## src/logic/axi_link_consts.svh

```systemverilog
/*
 * AXI field widths, PHY lane width, credit width and channel FIFO depths
 * for the write-side link bridge
 */
`ifndef AXI_LINK_CONSTS_SVH
`define AXI_LINK_CONSTS_SVH

//////////////////////////////////////////////////////////////////////
// AXI fields
`define AXI_ID_W     4
`define AXI_ADDR_W   32
`define AXI_DATA_W   32
`define AXI_LEN_W    8
`define AXI_SIZE_W   3
`define AXI_BURST_W  2
`define AXI_RESP_W   2

//////////////////////////////////////////////////////////////////////
// Link side

// One PHY lane word
`define PHY_LANE_W   80

// Credit counters and init credit inputs
`define CRED_W       8

// Channel FIFOs
`define TX_FIFO_DEPTH  2
`define B_FIFO_DEPTH   8

`endif

```

## src/logic/axi_link_pkg.sv

```systemverilog
/*
 * Derived channel payload widths and the bit positions
 * of each channel inside the TX and RX lane words
 */
`include "axi_link_consts.svh"

package axi_link_pkg;

  // Write strobe, one bit per data byte
  localparam int STRB_W = `AXI_DATA_W / 8;

  // Payload widths, fields packed MSB first
  // AW: id, size, len, burst, addr
  localparam int AW_PAYLOAD_W = `AXI_ID_W + `AXI_SIZE_W + `AXI_LEN_W +
                                `AXI_BURST_W + `AXI_ADDR_W;
  // W: id, data, strb, last
  localparam int W_PAYLOAD_W  = `AXI_ID_W + `AXI_DATA_W + STRB_W + 1;
  // B: id, resp
  localparam int B_PAYLOAD_W  = `AXI_ID_W + `AXI_RESP_W;

  // TX lane 0 layout
  localparam int TX0_AW_PUSH = 0;
  localparam int TX0_W_PUSH  = 1;
  localparam int TX0_B_CRED  = 2;
  localparam int TX0_AW_LSB  = 3;

  // TX lane 1 carries the W payload only
  localparam int TX1_W_LSB   = 0;

  // RX lane 0 layout
  localparam int RX0_B_PUSH  = 0;
  localparam int RX0_AW_CRED = 1;
  localparam int RX0_W_CRED  = 2;
  localparam int RX0_B_LSB   = 3;

endpackage

```

## src/logic/sync_fifo.sv

```systemverilog
/*
 * Synchronous register-array FIFO with occupancy count,
 * head entry shown on rd_data
 */
`include "axi_link_consts.svh"

module sync_fifo #(
  parameter int WIDTH = 8,
  parameter int DEPTH = `TX_FIFO_DEPTH
) (
  input  logic             clk_wr,
  input  logic             arst_n,
  input  logic             wr_en,
  input  logic [WIDTH-1:0] wr_data,
  input  logic             rd_en,
  output logic [WIDTH-1:0] rd_data,
  output logic             full,
  output logic             empty
);

  localparam int PTR_W = (DEPTH > 1) ? $clog2(DEPTH) : 1;
  localparam int CNT_W = $clog2(DEPTH + 1);

  logic [WIDTH-1:0] mem [DEPTH];
  logic [PTR_W-1:0] wr_ptr;
  logic [PTR_W-1:0] rd_ptr;
  logic [CNT_W-1:0] count;
  logic             do_wr;
  logic             do_rd;

  assign full  = (count == CNT_W'(DEPTH));
  assign empty = (count == '0);

  // Requests beyond the limits are ignored
  assign do_wr = wr_en & ~full;
  assign do_rd = rd_en & ~empty;

  assign rd_data = mem[rd_ptr];

  // Storage
  always_ff @(posedge clk_wr) begin
    if (do_wr) begin
      mem[wr_ptr] <= wr_data;
    end
  end

  //////////////////////////////////////////////////////////////////////
  // Pointers and count
  always_ff @(posedge clk_wr or negedge arst_n) begin
    if (!arst_n) begin
      wr_ptr <= '0;
      rd_ptr <= '0;
      count  <= '0;
    end else begin
      if (do_wr) begin
        wr_ptr <= (wr_ptr == PTR_W'(DEPTH - 1)) ? '0 : wr_ptr + 1'b1;
      end
      if (do_rd) begin
        rd_ptr <= (rd_ptr == PTR_W'(DEPTH - 1)) ? '0 : rd_ptr + 1'b1;
      end
      case ({do_wr, do_rd})
        2'b10:   count <= count + 1'b1;
        2'b01:   count <= count - 1'b1;
        default: count <= count;
      endcase
    end
  end

endmodule

```

## src/logic/link_ctrl.sv

```systemverilog
/*
 * Link bring-up: qualifies tx_online and rx_online over two stages,
 * raises link_up and pulses credit_load as the link comes up
 */
`include "axi_link_consts.svh"

module link_ctrl
  import axi_link_pkg::*;
(
  input  logic clk_wr,
  input  logic arst_n,
  input  logic tx_online,
  input  logic rx_online,
  output logic link_up,
  output logic credit_load
);

  logic both_online;
  logic qual_q;

  assign both_online = tx_online & rx_online;

  //////////////////////////////////////////////////////////////////////
  // Two-stage qualify
  // Any drop of either input clears both stages at once, so link_up
  // falls one cycle after the drop
  always_ff @(posedge clk_wr or negedge arst_n) begin
    if (!arst_n) begin
      qual_q      <= 1'b0;
      link_up     <= 1'b0;
      credit_load <= 1'b0;
    end else if (!both_online) begin
      qual_q      <= 1'b0;
      link_up     <= 1'b0;
      credit_load <= 1'b0;
    end else begin
      qual_q      <= 1'b1;
      link_up     <= qual_q;
      // Rising edge of link_up, loads every credit counter together
      credit_load <= qual_q & ~link_up;
    end
  end

endmodule

```

## src/logic/tx_channel.sv

```systemverilog
/*
 * Transmit channel: user FIFO, credit counter and push strobe
 * toward the PHY framer
 */
`include "axi_link_consts.svh"

module tx_channel
  import axi_link_pkg::*;
#(
  parameter int WIDTH = AW_PAYLOAD_W
) (
  input  logic               clk_wr,
  input  logic               arst_n,
  input  logic               link_up,
  input  logic               credit_load,
  input  logic [`CRED_W-1:0] init_credit,
  input  logic               user_valid,
  input  logic [WIDTH-1:0]   user_data,
  output logic               user_ready,
  input  logic               credit_in,
  output logic               push,
  output logic [WIDTH-1:0]   push_data
);

  logic [`CRED_W-1:0] credit_cnt;
  logic               fifo_full;
  logic               fifo_empty;

  // Ready follows FIFO room only, the link state does not matter here
  assign user_ready = ~fifo_full;

  // Head leaves as a push while the link is up and a credit remains
  assign push = link_up & (credit_cnt != '0) & ~fifo_empty;

  sync_fifo #(
    .WIDTH (WIDTH),
    .DEPTH (`TX_FIFO_DEPTH)
  ) fifo_i (
    .clk_wr  (clk_wr),
    .arst_n  (arst_n),
    .wr_en   (user_valid & user_ready),
    .wr_data (user_data),
    .rd_en   (push),
    .rd_data (push_data),
    .full    (fifo_full),
    .empty   (fifo_empty)
  );

  //////////////////////////////////////////////////////////////////////
  // Credit counter
  // Load wins; credits are forgotten while the link is down so a new
  // bring-up always starts from init_credit
  always_ff @(posedge clk_wr or negedge arst_n) begin
    if (!arst_n) begin
      credit_cnt <= '0;
    end else if (credit_load) begin
      credit_cnt <= init_credit;
    end else if (!link_up) begin
      credit_cnt <= '0;
    end else begin
      case ({push, credit_in})
        2'b10:   credit_cnt <= credit_cnt - 1'b1;
        2'b01:   credit_cnt <= credit_cnt + 1'b1;
        // Push and return in one cycle cancel out
        default: credit_cnt <= credit_cnt;
      endcase
    end
  end

endmodule

```

## src/logic/rx_channel.sv

```systemverilog
/*
 * Receive channel: stores far-end pushes in a FIFO,
 * presents them with valid/ready and returns a credit per pop
 */
`include "axi_link_consts.svh"

module rx_channel
  import axi_link_pkg::*;
#(
  parameter int WIDTH = B_PAYLOAD_W,
  parameter int DEPTH = `B_FIFO_DEPTH
) (
  input  logic             clk_wr,
  input  logic             arst_n,
  input  logic             push,
  input  logic [WIDTH-1:0] push_data,
  output logic             user_valid,
  output logic [WIDTH-1:0] user_data,
  input  logic             user_ready,
  output logic             credit_out
);

  logic fifo_empty;
  logic pop;

  assign user_valid = ~fifo_empty;
  assign pop        = user_valid & user_ready;

  // Far end holds our credits, so a push never finds the FIFO full
  sync_fifo #(
    .WIDTH (WIDTH),
    .DEPTH (DEPTH)
  ) fifo_i (
    .clk_wr  (clk_wr),
    .arst_n  (arst_n),
    .wr_en   (push),
    .wr_data (push_data),
    .rd_en   (pop),
    .rd_data (user_data),
    .full    (),
    .empty   (fifo_empty)
  );

  //////////////////////////////////////////////////////////////////////
  // Credit return
  // One pulse per pop, a cycle after the handshake
  always_ff @(posedge clk_wr or negedge arst_n) begin
    if (!arst_n) begin
      credit_out <= 1'b0;
    end else begin
      credit_out <= pop;
    end
  end

endmodule

```

## src/logic/phy_framer.sv

```systemverilog
/*
 * PHY framing: registered TX lane words built from channel pushes
 * and credits, combinational slicing of the RX lane word
 */
`include "axi_link_consts.svh"

module phy_framer
  import axi_link_pkg::*;
(
  input  logic                   clk_wr,
  input  logic                   arst_n,
  input  logic                   link_up,

  // Transmit side
  input  logic                   aw_push,
  input  logic [AW_PAYLOAD_W-1:0] aw_data,
  input  logic                   w_push,
  input  logic [W_PAYLOAD_W-1:0] w_data,
  input  logic                   b_credit,
  output logic [`PHY_LANE_W-1:0] tx_phy0,
  output logic [`PHY_LANE_W-1:0] tx_phy1,

  // Receive side
  input  logic [`PHY_LANE_W-1:0] rx_phy0,
  output logic                   b_push,
  output logic [B_PAYLOAD_W-1:0] b_data,
  output logic                   aw_credit,
  output logic                   w_credit
);

  logic [`PHY_LANE_W-1:0] lane0_next;
  logic [`PHY_LANE_W-1:0] lane1_next;

  //////////////////////////////////////////////////////////////////////
  // TX lane assembly
  // Payload bits stay zero unless the matching push is set
  always_comb begin
    lane0_next = '0;
    lane1_next = '0;
    lane0_next[TX0_AW_PUSH] = aw_push;
    lane0_next[TX0_W_PUSH]  = w_push;
    lane0_next[TX0_B_CRED]  = b_credit;
    if (aw_push) begin
      lane0_next[TX0_AW_LSB +: AW_PAYLOAD_W] = aw_data;
    end
    if (w_push) begin
      lane1_next[TX1_W_LSB +: W_PAYLOAD_W] = w_data;
    end
  end

  always_ff @(posedge clk_wr or negedge arst_n) begin
    if (!arst_n) begin
      tx_phy0 <= '0;
      tx_phy1 <= '0;
    end else if (!link_up) begin
      // Idle lanes while the link is down
      tx_phy0 <= '0;
      tx_phy1 <= '0;
    end else begin
      tx_phy0 <= lane0_next;
      tx_phy1 <= lane1_next;
    end
  end

  //////////////////////////////////////////////////////////////////////
  // RX lane decode
  assign b_push    = link_up & rx_phy0[RX0_B_PUSH];
  assign aw_credit = link_up & rx_phy0[RX0_AW_CRED];
  assign w_credit  = link_up & rx_phy0[RX0_W_CRED];
  assign b_data    = link_up ? rx_phy0[RX0_B_LSB +: B_PAYLOAD_W] : '0;

endmodule

```

## src/logic/axi_wr_master_top.sv

```systemverilog
/*
 * Write-side AXI master bridge top: AW/W transmit channels, B receive
 * channel, link control and PHY lane framing
 */
`include "axi_link_consts.svh"

module axi_wr_master_top
  import axi_link_pkg::*;
(
  input  logic                    clk_wr,
  input  logic                    arst_n,

  // Link control
  input  logic                    tx_online,
  input  logic                    rx_online,
  input  logic [`CRED_W-1:0]      init_aw_credit,
  input  logic [`CRED_W-1:0]      init_w_credit,

  // PHY lanes
  output logic [`PHY_LANE_W-1:0]  tx_phy0,
  output logic [`PHY_LANE_W-1:0]  tx_phy1,
  input  logic [`PHY_LANE_W-1:0]  rx_phy0,

  // AW channel
  input  logic [`AXI_ID_W-1:0]    user_awid,
  input  logic [`AXI_SIZE_W-1:0]  user_awsize,
  input  logic [`AXI_LEN_W-1:0]   user_awlen,
  input  logic [`AXI_BURST_W-1:0] user_awburst,
  input  logic [`AXI_ADDR_W-1:0]  user_awaddr,
  input  logic                    user_awvalid,
  output logic                    user_awready,

  // W channel
  input  logic [`AXI_ID_W-1:0]    user_wid,
  input  logic [`AXI_DATA_W-1:0]  user_wdata,
  input  logic [STRB_W-1:0]       user_wstrb,
  input  logic                    user_wlast,
  input  logic                    user_wvalid,
  output logic                    user_wready,

  // B channel
  output logic [`AXI_ID_W-1:0]    user_bid,
  output logic [`AXI_RESP_W-1:0]  user_bresp,
  output logic                    user_bvalid,
  input  logic                    user_bready
);

  //////////////////////////////////////////////////////////////////////
  // Interconnect
  logic                    link_up;
  logic                    credit_load;

  logic [AW_PAYLOAD_W-1:0] aw_user_data;
  logic [AW_PAYLOAD_W-1:0] aw_push_data;
  logic                    aw_push;
  logic                    aw_credit;

  logic [W_PAYLOAD_W-1:0]  w_user_data;
  logic [W_PAYLOAD_W-1:0]  w_push_data;
  logic                    w_push;
  logic                    w_credit;

  logic [B_PAYLOAD_W-1:0]  b_user_data;
  logic [B_PAYLOAD_W-1:0]  b_push_data;
  logic                    b_push;
  logic                    b_credit;

  // Field packing, MSB first
  assign aw_user_data = {user_awid, user_awsize, user_awlen, user_awburst, user_awaddr};
  assign w_user_data  = {user_wid, user_wdata, user_wstrb, user_wlast};
  assign {user_bid, user_bresp} = b_user_data;

  //////////////////////////////////////////////////////////////////////
  // Link control
  link_ctrl link_ctrl_i (
    .clk_wr      (clk_wr),
    .arst_n      (arst_n),
    .tx_online   (tx_online),
    .rx_online   (rx_online),
    .link_up     (link_up),
    .credit_load (credit_load)
  );

  //////////////////////////////////////////////////////////////////////
  // Channels
  tx_channel #(.WIDTH(AW_PAYLOAD_W)) aw_tx_i (
    .clk_wr      (clk_wr),
    .arst_n      (arst_n),
    .link_up     (link_up),
    .credit_load (credit_load),
    .init_credit (init_aw_credit),
    .user_valid  (user_awvalid),
    .user_data   (aw_user_data),
    .user_ready  (user_awready),
    .credit_in   (aw_credit),
    .push        (aw_push),
    .push_data   (aw_push_data)
  );

  tx_channel #(.WIDTH(W_PAYLOAD_W)) w_tx_i (
    .clk_wr      (clk_wr),
    .arst_n      (arst_n),
    .link_up     (link_up),
    .credit_load (credit_load),
    .init_credit (init_w_credit),
    .user_valid  (user_wvalid),
    .user_data   (w_user_data),
    .user_ready  (user_wready),
    .credit_in   (w_credit),
    .push        (w_push),
    .push_data   (w_push_data)
  );

  rx_channel #(.WIDTH(B_PAYLOAD_W), .DEPTH(`B_FIFO_DEPTH)) b_rx_i (
    .clk_wr      (clk_wr),
    .arst_n      (arst_n),
    .push        (b_push),
    .push_data   (b_push_data),
    .user_valid  (user_bvalid),
    .user_data   (b_user_data),
    .user_ready  (user_bready),
    .credit_out  (b_credit)
  );

  //////////////////////////////////////////////////////////////////////
  // PHY framing
  phy_framer framer_i (
    .clk_wr    (clk_wr),
    .arst_n    (arst_n),
    .link_up   (link_up),
    .aw_push   (aw_push),
    .aw_data   (aw_push_data),
    .w_push    (w_push),
    .w_data    (w_push_data),
    .b_credit  (b_credit),
    .tx_phy0   (tx_phy0),
    .tx_phy1   (tx_phy1),
    .rx_phy0   (rx_phy0),
    .b_push    (b_push),
    .b_data    (b_push_data),
    .aw_credit (aw_credit),
    .w_credit  (w_credit)
  );

endmodule

```

## config.mk

```make
export PLATFORM = sky130hd
export DESIGN_NAME = axi_wr_master_top
export DESIGN_NICKNAME = d
export VERILOG_FILES = /design/src/logic/axi_link_pkg.sv /design/src/logic/sync_fifo.sv /design/src/logic/link_ctrl.sv /design/src/logic/tx_channel.sv /design/src/logic/rx_channel.sv /design/src/logic/phy_framer.sv /design/src/logic/axi_wr_master_top.sv
export VERILOG_INCLUDE_DIRS = /design/src /design/src/logic
export SDC_FILE = /design/constraint.sdc
export NUM_CORES = 1
export LEC_CHECK = 0
export ABC_AREA = 1
export BUFFER_PORTS_ARGS = -buffer_cell sky130_fd_sc_hd__buf_4
export CORE_MARGIN = 2
export CORE_UTILIZATION = 49
export DETAILED_ROUTE_END_ITERATION = 12
export PLACE_DENSITY = 0.77
export SLEW_MARGIN = 40
export SYNTH_ARGS = -nofsm -noshare
export SYNTH_HDL_FRONTEND = slang
export SYNTH_HIERARCHICAL = 1
export SYNTH_SLANG_ARGS = --single-unit
```

## constraint.sdc

```tcl
create_clock -name clk_wr -period 3.1 [get_ports clk_wr]
set_clock_uncertainty 0.2 [all_clocks]
set_input_delay 0.62 -clock clk_wr [delete_from_list [all_inputs] [get_ports clk_wr]]
set_output_delay 0.62 -clock clk_wr [all_outputs]
set_load 0.005 [all_outputs]
```

; ---- Yosys cells after proc, flatten, opt, wreduce, memory -nomap -nowiden
; Memories as Yosys holds them, arrays and structs flattened.
; Cells that the tools add are included.
[op_classes]
add_sub_neg = 16
eq_ne = 17
mux = 29
n_bitwise = 25
reduce_logical = 8
[op_table]
columns = op, count
row1 = $mux W41, 2
row2 = $mux W52, 1
row3 = $mux W49, 1
row4 = $mux W8, 4
row5 = $pmux W8 S2, 2
row6 = $and A1 B1 Y1, 18
row7 = $add A8 B1 Y8 const B, 2
row8 = $reduce_bool A8 Y1, 2
row9 = $sub A8 B1 Y8 const B, 2
row10 = $eq A2 B2 Y1 const B, 7
row11 = $mux W1, 13
row12 = $eq A2 B1 Y1 const B, 5
row13 = $ne A4 B2 Y1 const B, 2
row14 = $pmux W2 S2, 2
row15 = $pmux W4 S2, 1
row16 = $not A1 Y1, 7
row17 = $add A3 B1 Y3 const B, 2
row18 = $eq A3 B3 Y1 const B, 2
row19 = $mux W3, 2
row20 = $mux W6, 1
row21 = $reduce_bool A2 Y1, 3
row22 = $add A1 B1 Y1 const B, 4
row23 = $add A2 B1 Y2 const B, 2
row24 = $add A4 B1 Y4 const B, 1
row25 = other kinds (5), 7
[totals]
ff_bits = 131
ram_bits = 228
inputBits = 193
elab_cells = 115
mem_count = 3
[mem_list]
columns = memory, words, width, read_ports, rd_ports_with_merged_regs, wr, line
row1 = aw_tx_i.fifo_i.mem, 2, 49, 1, 0, 1, sync_fifo.sv:24  ; logic [WIDTH-1:0] mem [DEPTH];
row2 = w_tx_i.fifo_i.mem, 2, 41, 1, 0, 1, sync_fifo.sv:24
row3 = b_rx_i.fifo_i.mem, 8, 6, 1, 0, 1, sync_fifo.sv:24

; ---- Depth between registers and ports, before layout
; Gate-level depths: netlist (run 1).
[depth]
ltp_word = 7
depth_mapped = 16
mapped_depth_nobuf = 16

; ---- Cells and area by module
; Netlist (run 1), hierarchy kept.
[by_module_without_submodules]
columns = module, instances, cells_each, area_each_um2, seq_area_each_um2
row1 = sync_fifo at aw_tx_i.fifo_i, 1, 289, 3801.1, 3042.9
row2 = phy_framer, 1, 375, 3649.8, 2327.2
row3 = sync_fifo at w_tx_i.fifo_i, 1, 247, 3236.9, 2562.5
row4 = sync_fifo at b_rx_i.fifo_i, 1, 296, 2765.2, 1691.6
row5 = tx_channel, 2, 124, 842.1, 200.2
row6 = link_ctrl, 1, 10, 106.4, 75.1
row7 = rx_channel, 1, 4, 38.8, 25.0

; ---- Least setup slack after synthesis (run 1)
; No wires, ideal clock.
[synth_timing]
path_kind = input to register
startpoint = in user_awvalid
endpoint = mem aw_tx_i/fifo_i/mem[1][0] (netlist bit), enable pin
setup_ns = 0.456
arrival_ns = 2.923
required_ns = 2.444
slack_ns = -0.478
path_stages = 4
path_cell_list = inv_1 -> nor2_1 -> o21ai_1 -> nor2_1
[synth_between]
elab_chain_cells = 4
[synth_rtl]
columns = element, line
row1 = start: declaration, axi_wr_master_top.sv:30  ; input logic user_awvalid,
row2 = $and A1 B1 Y1, tx_channel.sv:41  ; .wr_en (user_valid & user_ready),
row3 = $and A1 B1 Y1, sync_fifo.sv:35  ; assign do_wr = wr_en & ~full;
row4 = $mux W1, sync_fifo.sv:42  ; if (do_wr) begin
row5 = $mux W1 (not written as such), sync_fifo.sv:43  ; mem[wr_ptr] <= wr_data;
row6 = end: declaration, sync_fifo.sv:24
; Every way passes these cells.

; ---- Worst setup path after layout (run 1)
[layout_timing]
startpoint = reg w_tx_i.fifo_i.count[0]
endpoint = reg w_tx_i.credit_cnt[7]
[layout_between]
elab_chain_cells = 7
elab_cells_between_ends = 9
classes_between = eq/ne: 3 / mux: 3 / bitwise: 2 / reduce/logical: 1
[layout_rtl]
columns = element, line
row1 = start: declaration, sync_fifo.sv:27  ; logic [CNT_W-1:0] count;
row2 = start signal: assignment, sync_fifo.sv:62  ; 2'b10: count <= count + 1'b1;
row3 = start signal: assignment, sync_fifo.sv:63  ; 2'b01: count <= count - 1'b1;
row4 = start signal: assignment, sync_fifo.sv:64  ; default: count <= count;
row5 = $logic_not A2 Y1 (*), sync_fifo.sv:32  ; assign empty = (count == '0);
row6 = via w_tx_i.fifo_empty, tx_channel.sv:27  ; logic fifo_empty;
row7 = $not A1 Y1 (*), tx_channel.sv:33  ; assign push = link_up & (credit_cnt != '0) & ~fifo_empty;
row8 = $and A1 B1 Y1 (*), tx_channel.sv:33
row9 = via w_push, axi_wr_master_top.sv:60  ; logic w_push;
row10 = $eq A2 B1 Y1 or $eq A2 B2 Y1 (tied branches), tx_channel.sv:61  ; case ({push, credit_in})
row11 = $pmux W8 S2, tx_channel.sv:61
row12 = $mux W8, tx_channel.sv:58  ; end else if (!link_up) begin
row13 = $mux W8, tx_channel.sv:56  ; end else if (credit_load) begin
row14 = end signal: assignment, tx_channel.sv:57  ; credit_cnt <= init_credit;
row15 = end signal: assignment, tx_channel.sv:62  ; 2'b10: credit_cnt <= credit_cnt - 1'b1;
row16 = end signal: assignment, tx_channel.sv:63  ; 2'b01: credit_cnt <= credit_cnt + 1'b1;
row17 = end: declaration, tx_channel.sv:25  ; logic [`CRED_W-1:0] credit_cnt;
; The timed path passes the listed nets; every way through them passes the cells marked *.
; A chain may end at the register's enable or synchronous reset.

==> impl_metrics.env, run 1 <==
export IMPL_switching_power_uw=4385
export IMPL_fin_setup_tns_ns=0
export IMPL_antenna_found_initial=1
export IMPL_slew_viol_final=0
export IMPL_grt_pass1_wl_mm=49.56
export IMPL_final_common_cell="nand2_1"
export IMPL_path_clk_slew_ns=0.06
export IMPL_leakage_uw=0.009117
export IMPL_final_cell_mix="nand2_1, buf_4, edfxtp_1, inv_1, nor2_1"
export IMPL_start_util=0.4982
export IMPL_powerDensity_nw_per_um2=764.1
export IMPL_finalCriticalPeriod_ns=2.846
export IMPL_first_pass_iters=6
export IMPL_r2r_cells=16
export IMPL_cts_setup_buffers=0
export IMPL_syn_inst=1468
export IMPL_grt_max_degree=52
export IMPL_cp_arrival_ns=3.09
export IMPL_grtUsageTotal=0.1889
export IMPL_root_buffer="clkbuf_16"
export IMPL_reg2reg_from="w_tx_i/fifo_i/count[0]$_DFFE_PN0P_"
export IMPL_core_area_um2=30670
export IMPL_netlist_area_um2=15280
export IMPL_hold_path_depth=1
export IMPL_p_sw_frac=0.3123
export IMPL_reg2reg_setup_slack_ns=0.25
export IMPL_fp_dieH_um=180.6
export IMPL_ios=362
export IMPL_fmax_ghz=0.3513
export IMPL_dp_hpwl_mm=20.21
export IMPL_syn_area_per_cell_um2=10.41
export IMPL_period_share=0.9182
export IMPL_p_int_uw=9658
export IMPL_viasPerCell=4.630
export IMPL_hold_path_class="input port to flop"
export IMPL_gp_congestion=0.8261
export IMPL_end_kind="flop"
export IMPL_wl_per_cell_um=14.46
export IMPL_io_buffer_count=223
export IMPL_tritoncts="done"
export IMPL_multi_input_area_um2=3740
export IMPL_cts_sinks=359
export IMPL_relSlewSlack=0.4287
export IMPL_dp_slack_ns=0.2834
export IMPL_clock_path_buffers=3
export IMPL_start_kind="flop"
export IMPL_routed_via_count=9884
export IMPL_power_uw=14040
export IMPL_maxCapViolations=0
export IMPL_hold_path_end="aw_tx_i/fifo_i/mem[0][41]$_DFFE_PP_"
export IMPL_critPathRequiredTime_ns=3.34
export IMPL_grt_overflow=0
export IMPL_fin_nets=1927
export IMPL_worst_pin_slew_ns=0.8504
export IMPL_pwr_share_seq=0.441
export IMPL_die_area_um2=32610
export IMPL_setup_viol=0
export IMPL_grt_setup_unrepaired="false"
export IMPL_clockPowerShare=0.324
export IMPL_antenna_left=0
export IMPL_drc=0
export IMPL_clock_latency_ns=0.53
export IMPL_setup_slack_ns=0.2536
export IMPL_cts_made_buffers=38
export IMPL_die_width_um=180.6
export IMPL_seq_area_um2=10120
export IMPL_hold_start="user_awlen[7]"
export IMPL_cts_htree_levels=2
export IMPL_worst_path_max_fanout=6
export IMPL_rows=64
export IMPL_fillers=2433
export IMPL_synth_warnings=6
export IMPL_status="complete, no violations"
export IMPL_r2r_end="w_tx_i/credit_cnt[7]$_DFFE_PN0P_"
export IMPL_area_growth_pct=20.28
export IMPL_drtIter0Drc=583
export IMPL_routed_wl_mm=30.87
export IMPL_hold_viol_final=0
export IMPL_comb_power_share=0.235
export IMPL_drive_gt1_frac=0.1997
export IMPL_first_global_vias=10030
export IMPL_peakVddDrop_uv=505.9
export IMPL_critPathKind="flop to flop"
## worst max-delay path: stages, from the launching register on
cell and delay (ns):
dfrtp_1 0.46, inv_2 0.07, nand2_2 0.08, inv_1 0.04, nor2_1 0.08, a21boi_1 0.32, inv_2 0.05, ha_1 0.24
inv_1 0.22, ha_1 0.33, nand2_1 0.10, inv_1 0.05, a21oi_1 0.21, nand2_1 0.09, nand2_1 0.06, nand3_1 0.06
a21oi_1 0.12
## registers in the layout, summed over array words and instances, names as in the netlist, 3 cells and up
register	flops
aw_tx_i/credit_cnt	8
aw_tx_i/fifo_i/mem	98
b_rx_i/fifo_i/count	4
b_rx_i/fifo_i/mem	48
b_rx_i/fifo_i/rd_ptr	3
b_rx_i/fifo_i/wr_ptr	3
framer_i/tx_phy0	52
framer_i/tx_phy1	41
w_tx_i/credit_cnt	8
w_tx_i/fifo_i/mem	82
## how the worst max path moves through the flow
stage	start	end	slack, ns	depth (start not counted)
6_report	w_tx_i/fifo_i/count[0]$_DFFE_PN0P_	w_tx_i/credit_cnt[7]$_DFFE_PN0P_	0.25	16
5_1_grt	w_tx_i/fifo_i/count[0]$_DFFE_PN0P_	w_tx_i/credit_cnt[5]$_DFFE_PN0P_	0.07	16
4_1_cts	aw_tx_i/fifo_i/count[0]$_DFFE_PN0P_	aw_tx_i/credit_cnt[7]$_DFFE_PN0P_	0.26	16
3_5_place_dp	aw_tx_i/fifo_i/count[0]$_DFFE_PN0P_	aw_tx_i/credit_cnt[7]$_DFFE_PN0P_	0.28	16
3_3_place_gp	aw_tx_i/fifo_i/count[0]$_DFFE_PN0P_	aw_tx_i/credit_cnt[7]$_DFFE_PN0P_	0.43	16
2_1_floorplan	user_awvalid	aw_tx_i/fifo_i/mem[1][0]$_DFFE_PP_	0.33	4
## final cells by class
| class | count | share of cell area |
|---|---|---|
| Sequential cell | 359 | 0.5509 |
| Multi-Input combinational cell | 844 | 0.2035 |
| Timing Repair Buffer | 245 | 0.1025 |
| Clock buffer | 45 | 0.05603 |
| Inverter | 220 | 0.04630 |
| Tap cell | 396 | 0.02696 |
| Clock inverter | 25 | 0.01368 |
| Antenna cell | 1 | 0.0001362 |
## power by group through the flow
stage	logic (µW)	registers, µW	clock network, µW
4_1_cts	3350	6190	4640
5_1_grt	3840	6250	4830
6_report	3310	6190	4550
3_5_place_dp	3310	6280	0
2_1_floorplan	2590	6210	0
3_3_place_gp	3190	6240	0
## per-layer routing
| metal | vias to the layer above | routed length [µm] | GRT usage |
|---|---|---|---|
| met5 | - | 0 | 0 |
| li1 | 4896 | - | - |
| met3 | 65 | 2626 | 0.06791 |
| met2 | 304 | 15790 | 0.3374 |
| met1 | 4619 | 11550 | 0.2060 |
| met4 | 0 | 894 | 0.06935 |
## stage by stage
step,cells,hold slack (ns),cell area (µm²),util
after CTS,2134,0.05520,18370,0.5989
after floorplan,1534,0.1244,15530,-
after global routing,2135,0.05397,18380,0.5992
after global placement,2063,0.2485,17080,0.5567
final,2135,0.07238,18380,0.5992
after detailed placement,2063,0.2541,17080,0.5567
## what timing repair did
action,CTS,global route
endpoints found under the setup margin,0,2
resized for setup,0,1
hold endpoints to repair,44,0
hold buffers,1,0
Power figures use the tool's default switching activity.
==> run 2, diff against run 1 <==
--- a/config.mk
+++ b/config.mk
@@ -7,11 +7,12 @@
 export NUM_CORES = 1
 export LEC_CHECK = 0
 export ABC_AREA = 1
-export BUFFER_PORTS_ARGS = -buffer_cell sky130_fd_sc_hd__buf_4
+export BUFFER_PORTS_ARGS = -buffer_cell sky130_fd_sc_hd__buf_2
 export CORE_MARGIN = 2
 export CORE_UTILIZATION = 49
 export DETAILED_ROUTE_END_ITERATION = 12
-export PLACE_DENSITY = 0.77
+export MAX_ROUTING_LAYER = met4
+export PLACE_DENSITY = 0.89
 export SLEW_MARGIN = 40
 export SYNTH_ARGS = -nofsm -noshare
 export SYNTH_HDL_FRONTEND = slang
==> impl_metrics.env, run 2 (synthesized netlist as in run 1, its figures left out) <==
export IMPL_status="complete, no violations"
export IMPL_core_area_um2=30670
export IMPL_wl_per_cell_um=15.50
export IMPL_worst_pin_slew_ns=0.7413
export IMPL_final_cell_mix="nand2_1, edfxtp_1, buf_2, inv_1, nor2_1"
export IMPL_powerDensity_nw_per_um2=791.2
export IMPL_grt_setup_unrepaired="false"
export IMPL_comb_power_share=0.231
export IMPL_antenna_found_initial=10
export IMPL_cts_setup_buffers=0
export IMPL_clockPowerShare=0.325
export IMPL_cts_made_buffers=37
export IMPL_reg2reg_from="w_tx_i/credit_cnt[5]$_DFFE_PN0P_"
export IMPL_worstSetupStartpoint="w_tx_i/credit_cnt[5]$_DFFE_PN0P_"
export IMPL_cp_arrival_ns=3.07
export IMPL_first_pass_iters=6
export IMPL_drc=0
export IMPL_largest_register_ffs=98
export IMPL_fin_nets=1923
export IMPL_routed_wl_mm=33.17
export IMPL_switching_power_uw=4487
export IMPL_final_common_cell="nand2_1"
export IMPL_io_buffer_count=223
export IMPL_worst_path_max_fanout=6
export IMPL_final_util=0.5823
export IMPL_finalCriticalPeriod_ns=2.813
export IMPL_clock_path_buffers=3
export IMPL_routed_via_count=10340
export IMPL_grt_pass1_wl_mm=52.91
export IMPL_dp_slack_ns=0.2332
export IMPL_grt_overflow=0
export IMPL_period_share=0.9074
export IMPL_grtUsageTotal=0.2094
export IMPL_fmax_ghz=0.3555
export IMPL_largest_register="aw_tx_i/fifo_i/mem"
export IMPL_die_width_um=180.6
export IMPL_end_kind="flop"
export IMPL_cts_sinks=359
export IMPL_pwr_share_seq=0.444
export IMPL_drive_gt1_frac=0.2066
export IMPL_setup_viol=0
export IMPL_area_growth_pct=16.89
export IMPL_rows=64
export IMPL_p_int_uw=9643
export IMPL_hold_viol_final=0
export IMPL_start_util=0.4982
export IMPL_largestRegisters="aw_tx_i/fifo_i/mem: 98 flops, w_tx_i/fifo_i/mem: 82 flops, framer_i/tx_phy0: 52 flops"
export IMPL_final_cells=2140
export IMPL_dp_hpwl_mm=21.57
export IMPL_r2r_end="w_tx_i/credit_cnt[7]$_DFFE_PN0P_"
export IMPL_die_area_um2=32610
export IMPL_hold_start="user_awaddr[17]"
export IMPL_drtIter0Drc=755
export IMPL_fillers=2323
export IMPL_grt_max_degree=57
export IMPL_leakage_uw=0.009019
export IMPL_cts_htree_levels=2
export IMPL_gp_congestion=0.8713
export IMPL_tritoncts="done"
export IMPL_setup_slack_ns=0.2872
export IMPL_path_clk_slew_ns=0.07
export IMPL_first_global_vias=10540
export IMPL_critPathKind="flop to flop"
export IMPL_p_sw_frac=0.3175
export IMPL_dpl_cell_count=2060
export IMPL_slew_viol_final=0
export IMPL_power_uw=14130
export IMPL_antenna_left=0
export IMPL_maxCapViolations=0
export IMPL_r2r_cells=13
export IMPL_clock_latency_ns=0.53
export IMPL_crit_end="w_tx_i/credit_cnt[7]$_DFFE_PN0P_"
export IMPL_ios=362
export IMPL_hold_path_class="input port to flop"
export IMPL_viasPerCell=4.832
export IMPL_peakVddDrop_uv=592.1
export IMPL_fin_setup_tns_ns=0
export IMPL_start_kind="flop"
export IMPL_fp_dieH_um=180.6
export IMPL_relSlewSlack=0.5058
export IMPL_root_buffer="clkbuf_16"
export IMPL_reg2reg_setup_slack_ns=0.29
export IMPL_critPathRequiredTime_ns=3.36
[run 2: cell count changes in the layout (fill, tap and decap cells not counted), moves of 3 or more]
cell       change
dfrtp_2        +3
clkbuf_16      -3
buf_2        +222
nor3_1         -3
clkinv_2       +6
buf_4        -226
clkinv_1       -6
nor3_2         +3
clkinv_4       -3
diode_2       +10
dfrtp_1        -3
[run 2: metrics by stage]
step           hold WS, ns  instance area, µm²
6_report           0.07437               17860
5_1_grt            0.05706               17860
4_1_cts            0.05245               17790
3_5_place_dp        0.2486               16510
3_3_place_gp        0.2324               16510
2_1_floorplan       0.1244               15530
[run 2: worst min path at each step]
stage	to	slack, ns	cells past startpoint
after global placement	framer_i/tx_phy0[2]$_DFF_PN0_	0.23	2
final	aw_tx_i/fifo_i/mem[0][17]$_DFFE_PP_	0.07	1
after floorplan	aw_tx_i/credit_cnt[0]$_DFFE_PN0P_	0.12	0
after global routing	aw_tx_i/fifo_i/mem[0][14]$_DFFE_PP_	0.06	1
after CTS	aw_tx_i/fifo_i/mem[0][17]$_DFFE_PP_	0.05	1
after detailed placement	framer_i/tx_phy0[2]$_DFF_PN0_	0.25	2
[run 2: what timing repair did]
item | CTS | global route
hold buffers | 1 | 0
endpoints found under the setup margin | 0 | 5
endpoints found under the hold margin | 54 | 0
gates resized for setup | 0 | 7
[run 2: routing by layer]
layer  track usage  up-vias  share of wire
li1              -     4908              -
met1        0.2283     4902           0.36
met2        0.3632      441           0.53
met3       0.05477       90          0.077
met4       0.08677        0          0.033
met5             -        -              0
[run 2: power groups by stage]
stage | Combinational [µW] | Sequential (µW) | Clock [µW]
2_1_floorplan | 2590 | 6210 | 0
3_3_place_gp | 3020 | 6300 | 0
3_5_place_dp | 3200 | 6350 | 0
4_1_cts | 3270 | 6260 | 4670
5_1_grt | 3750 | 6340 | 4850
6_report | 3270 | 6270 | 4590
[run 2: worst max-delay path, stage by stage, from the launching register on]
cell and delay, ns:
dfrtp_1 0.44, nor4_2 0.41, a21boi_2 0.15, inv_2 0.06, ha_1 0.21, inv_1 0.15, ha_1 0.37, nand2_1 0.12
inv_1 0.06, a21oi_1 0.24, nand2_1 0.09, nand2_1 0.06, nand3_1 0.07, a21oi_1 0.12
[run 2: area by class of cell]
type	instances	area (µm²)	area share
well taps	396	495.5	0.02774
inverters	220	850.8	0.04764
clock buffers	44	982.2	0.05500
repair buffers	242	1318	0.07378
clock inverters	24	285.3	0.01597
diodes	11	27.53	0.001541
flip-flops and latches	359	10130	0.5672
multi-input cells	844	3771	0.2112
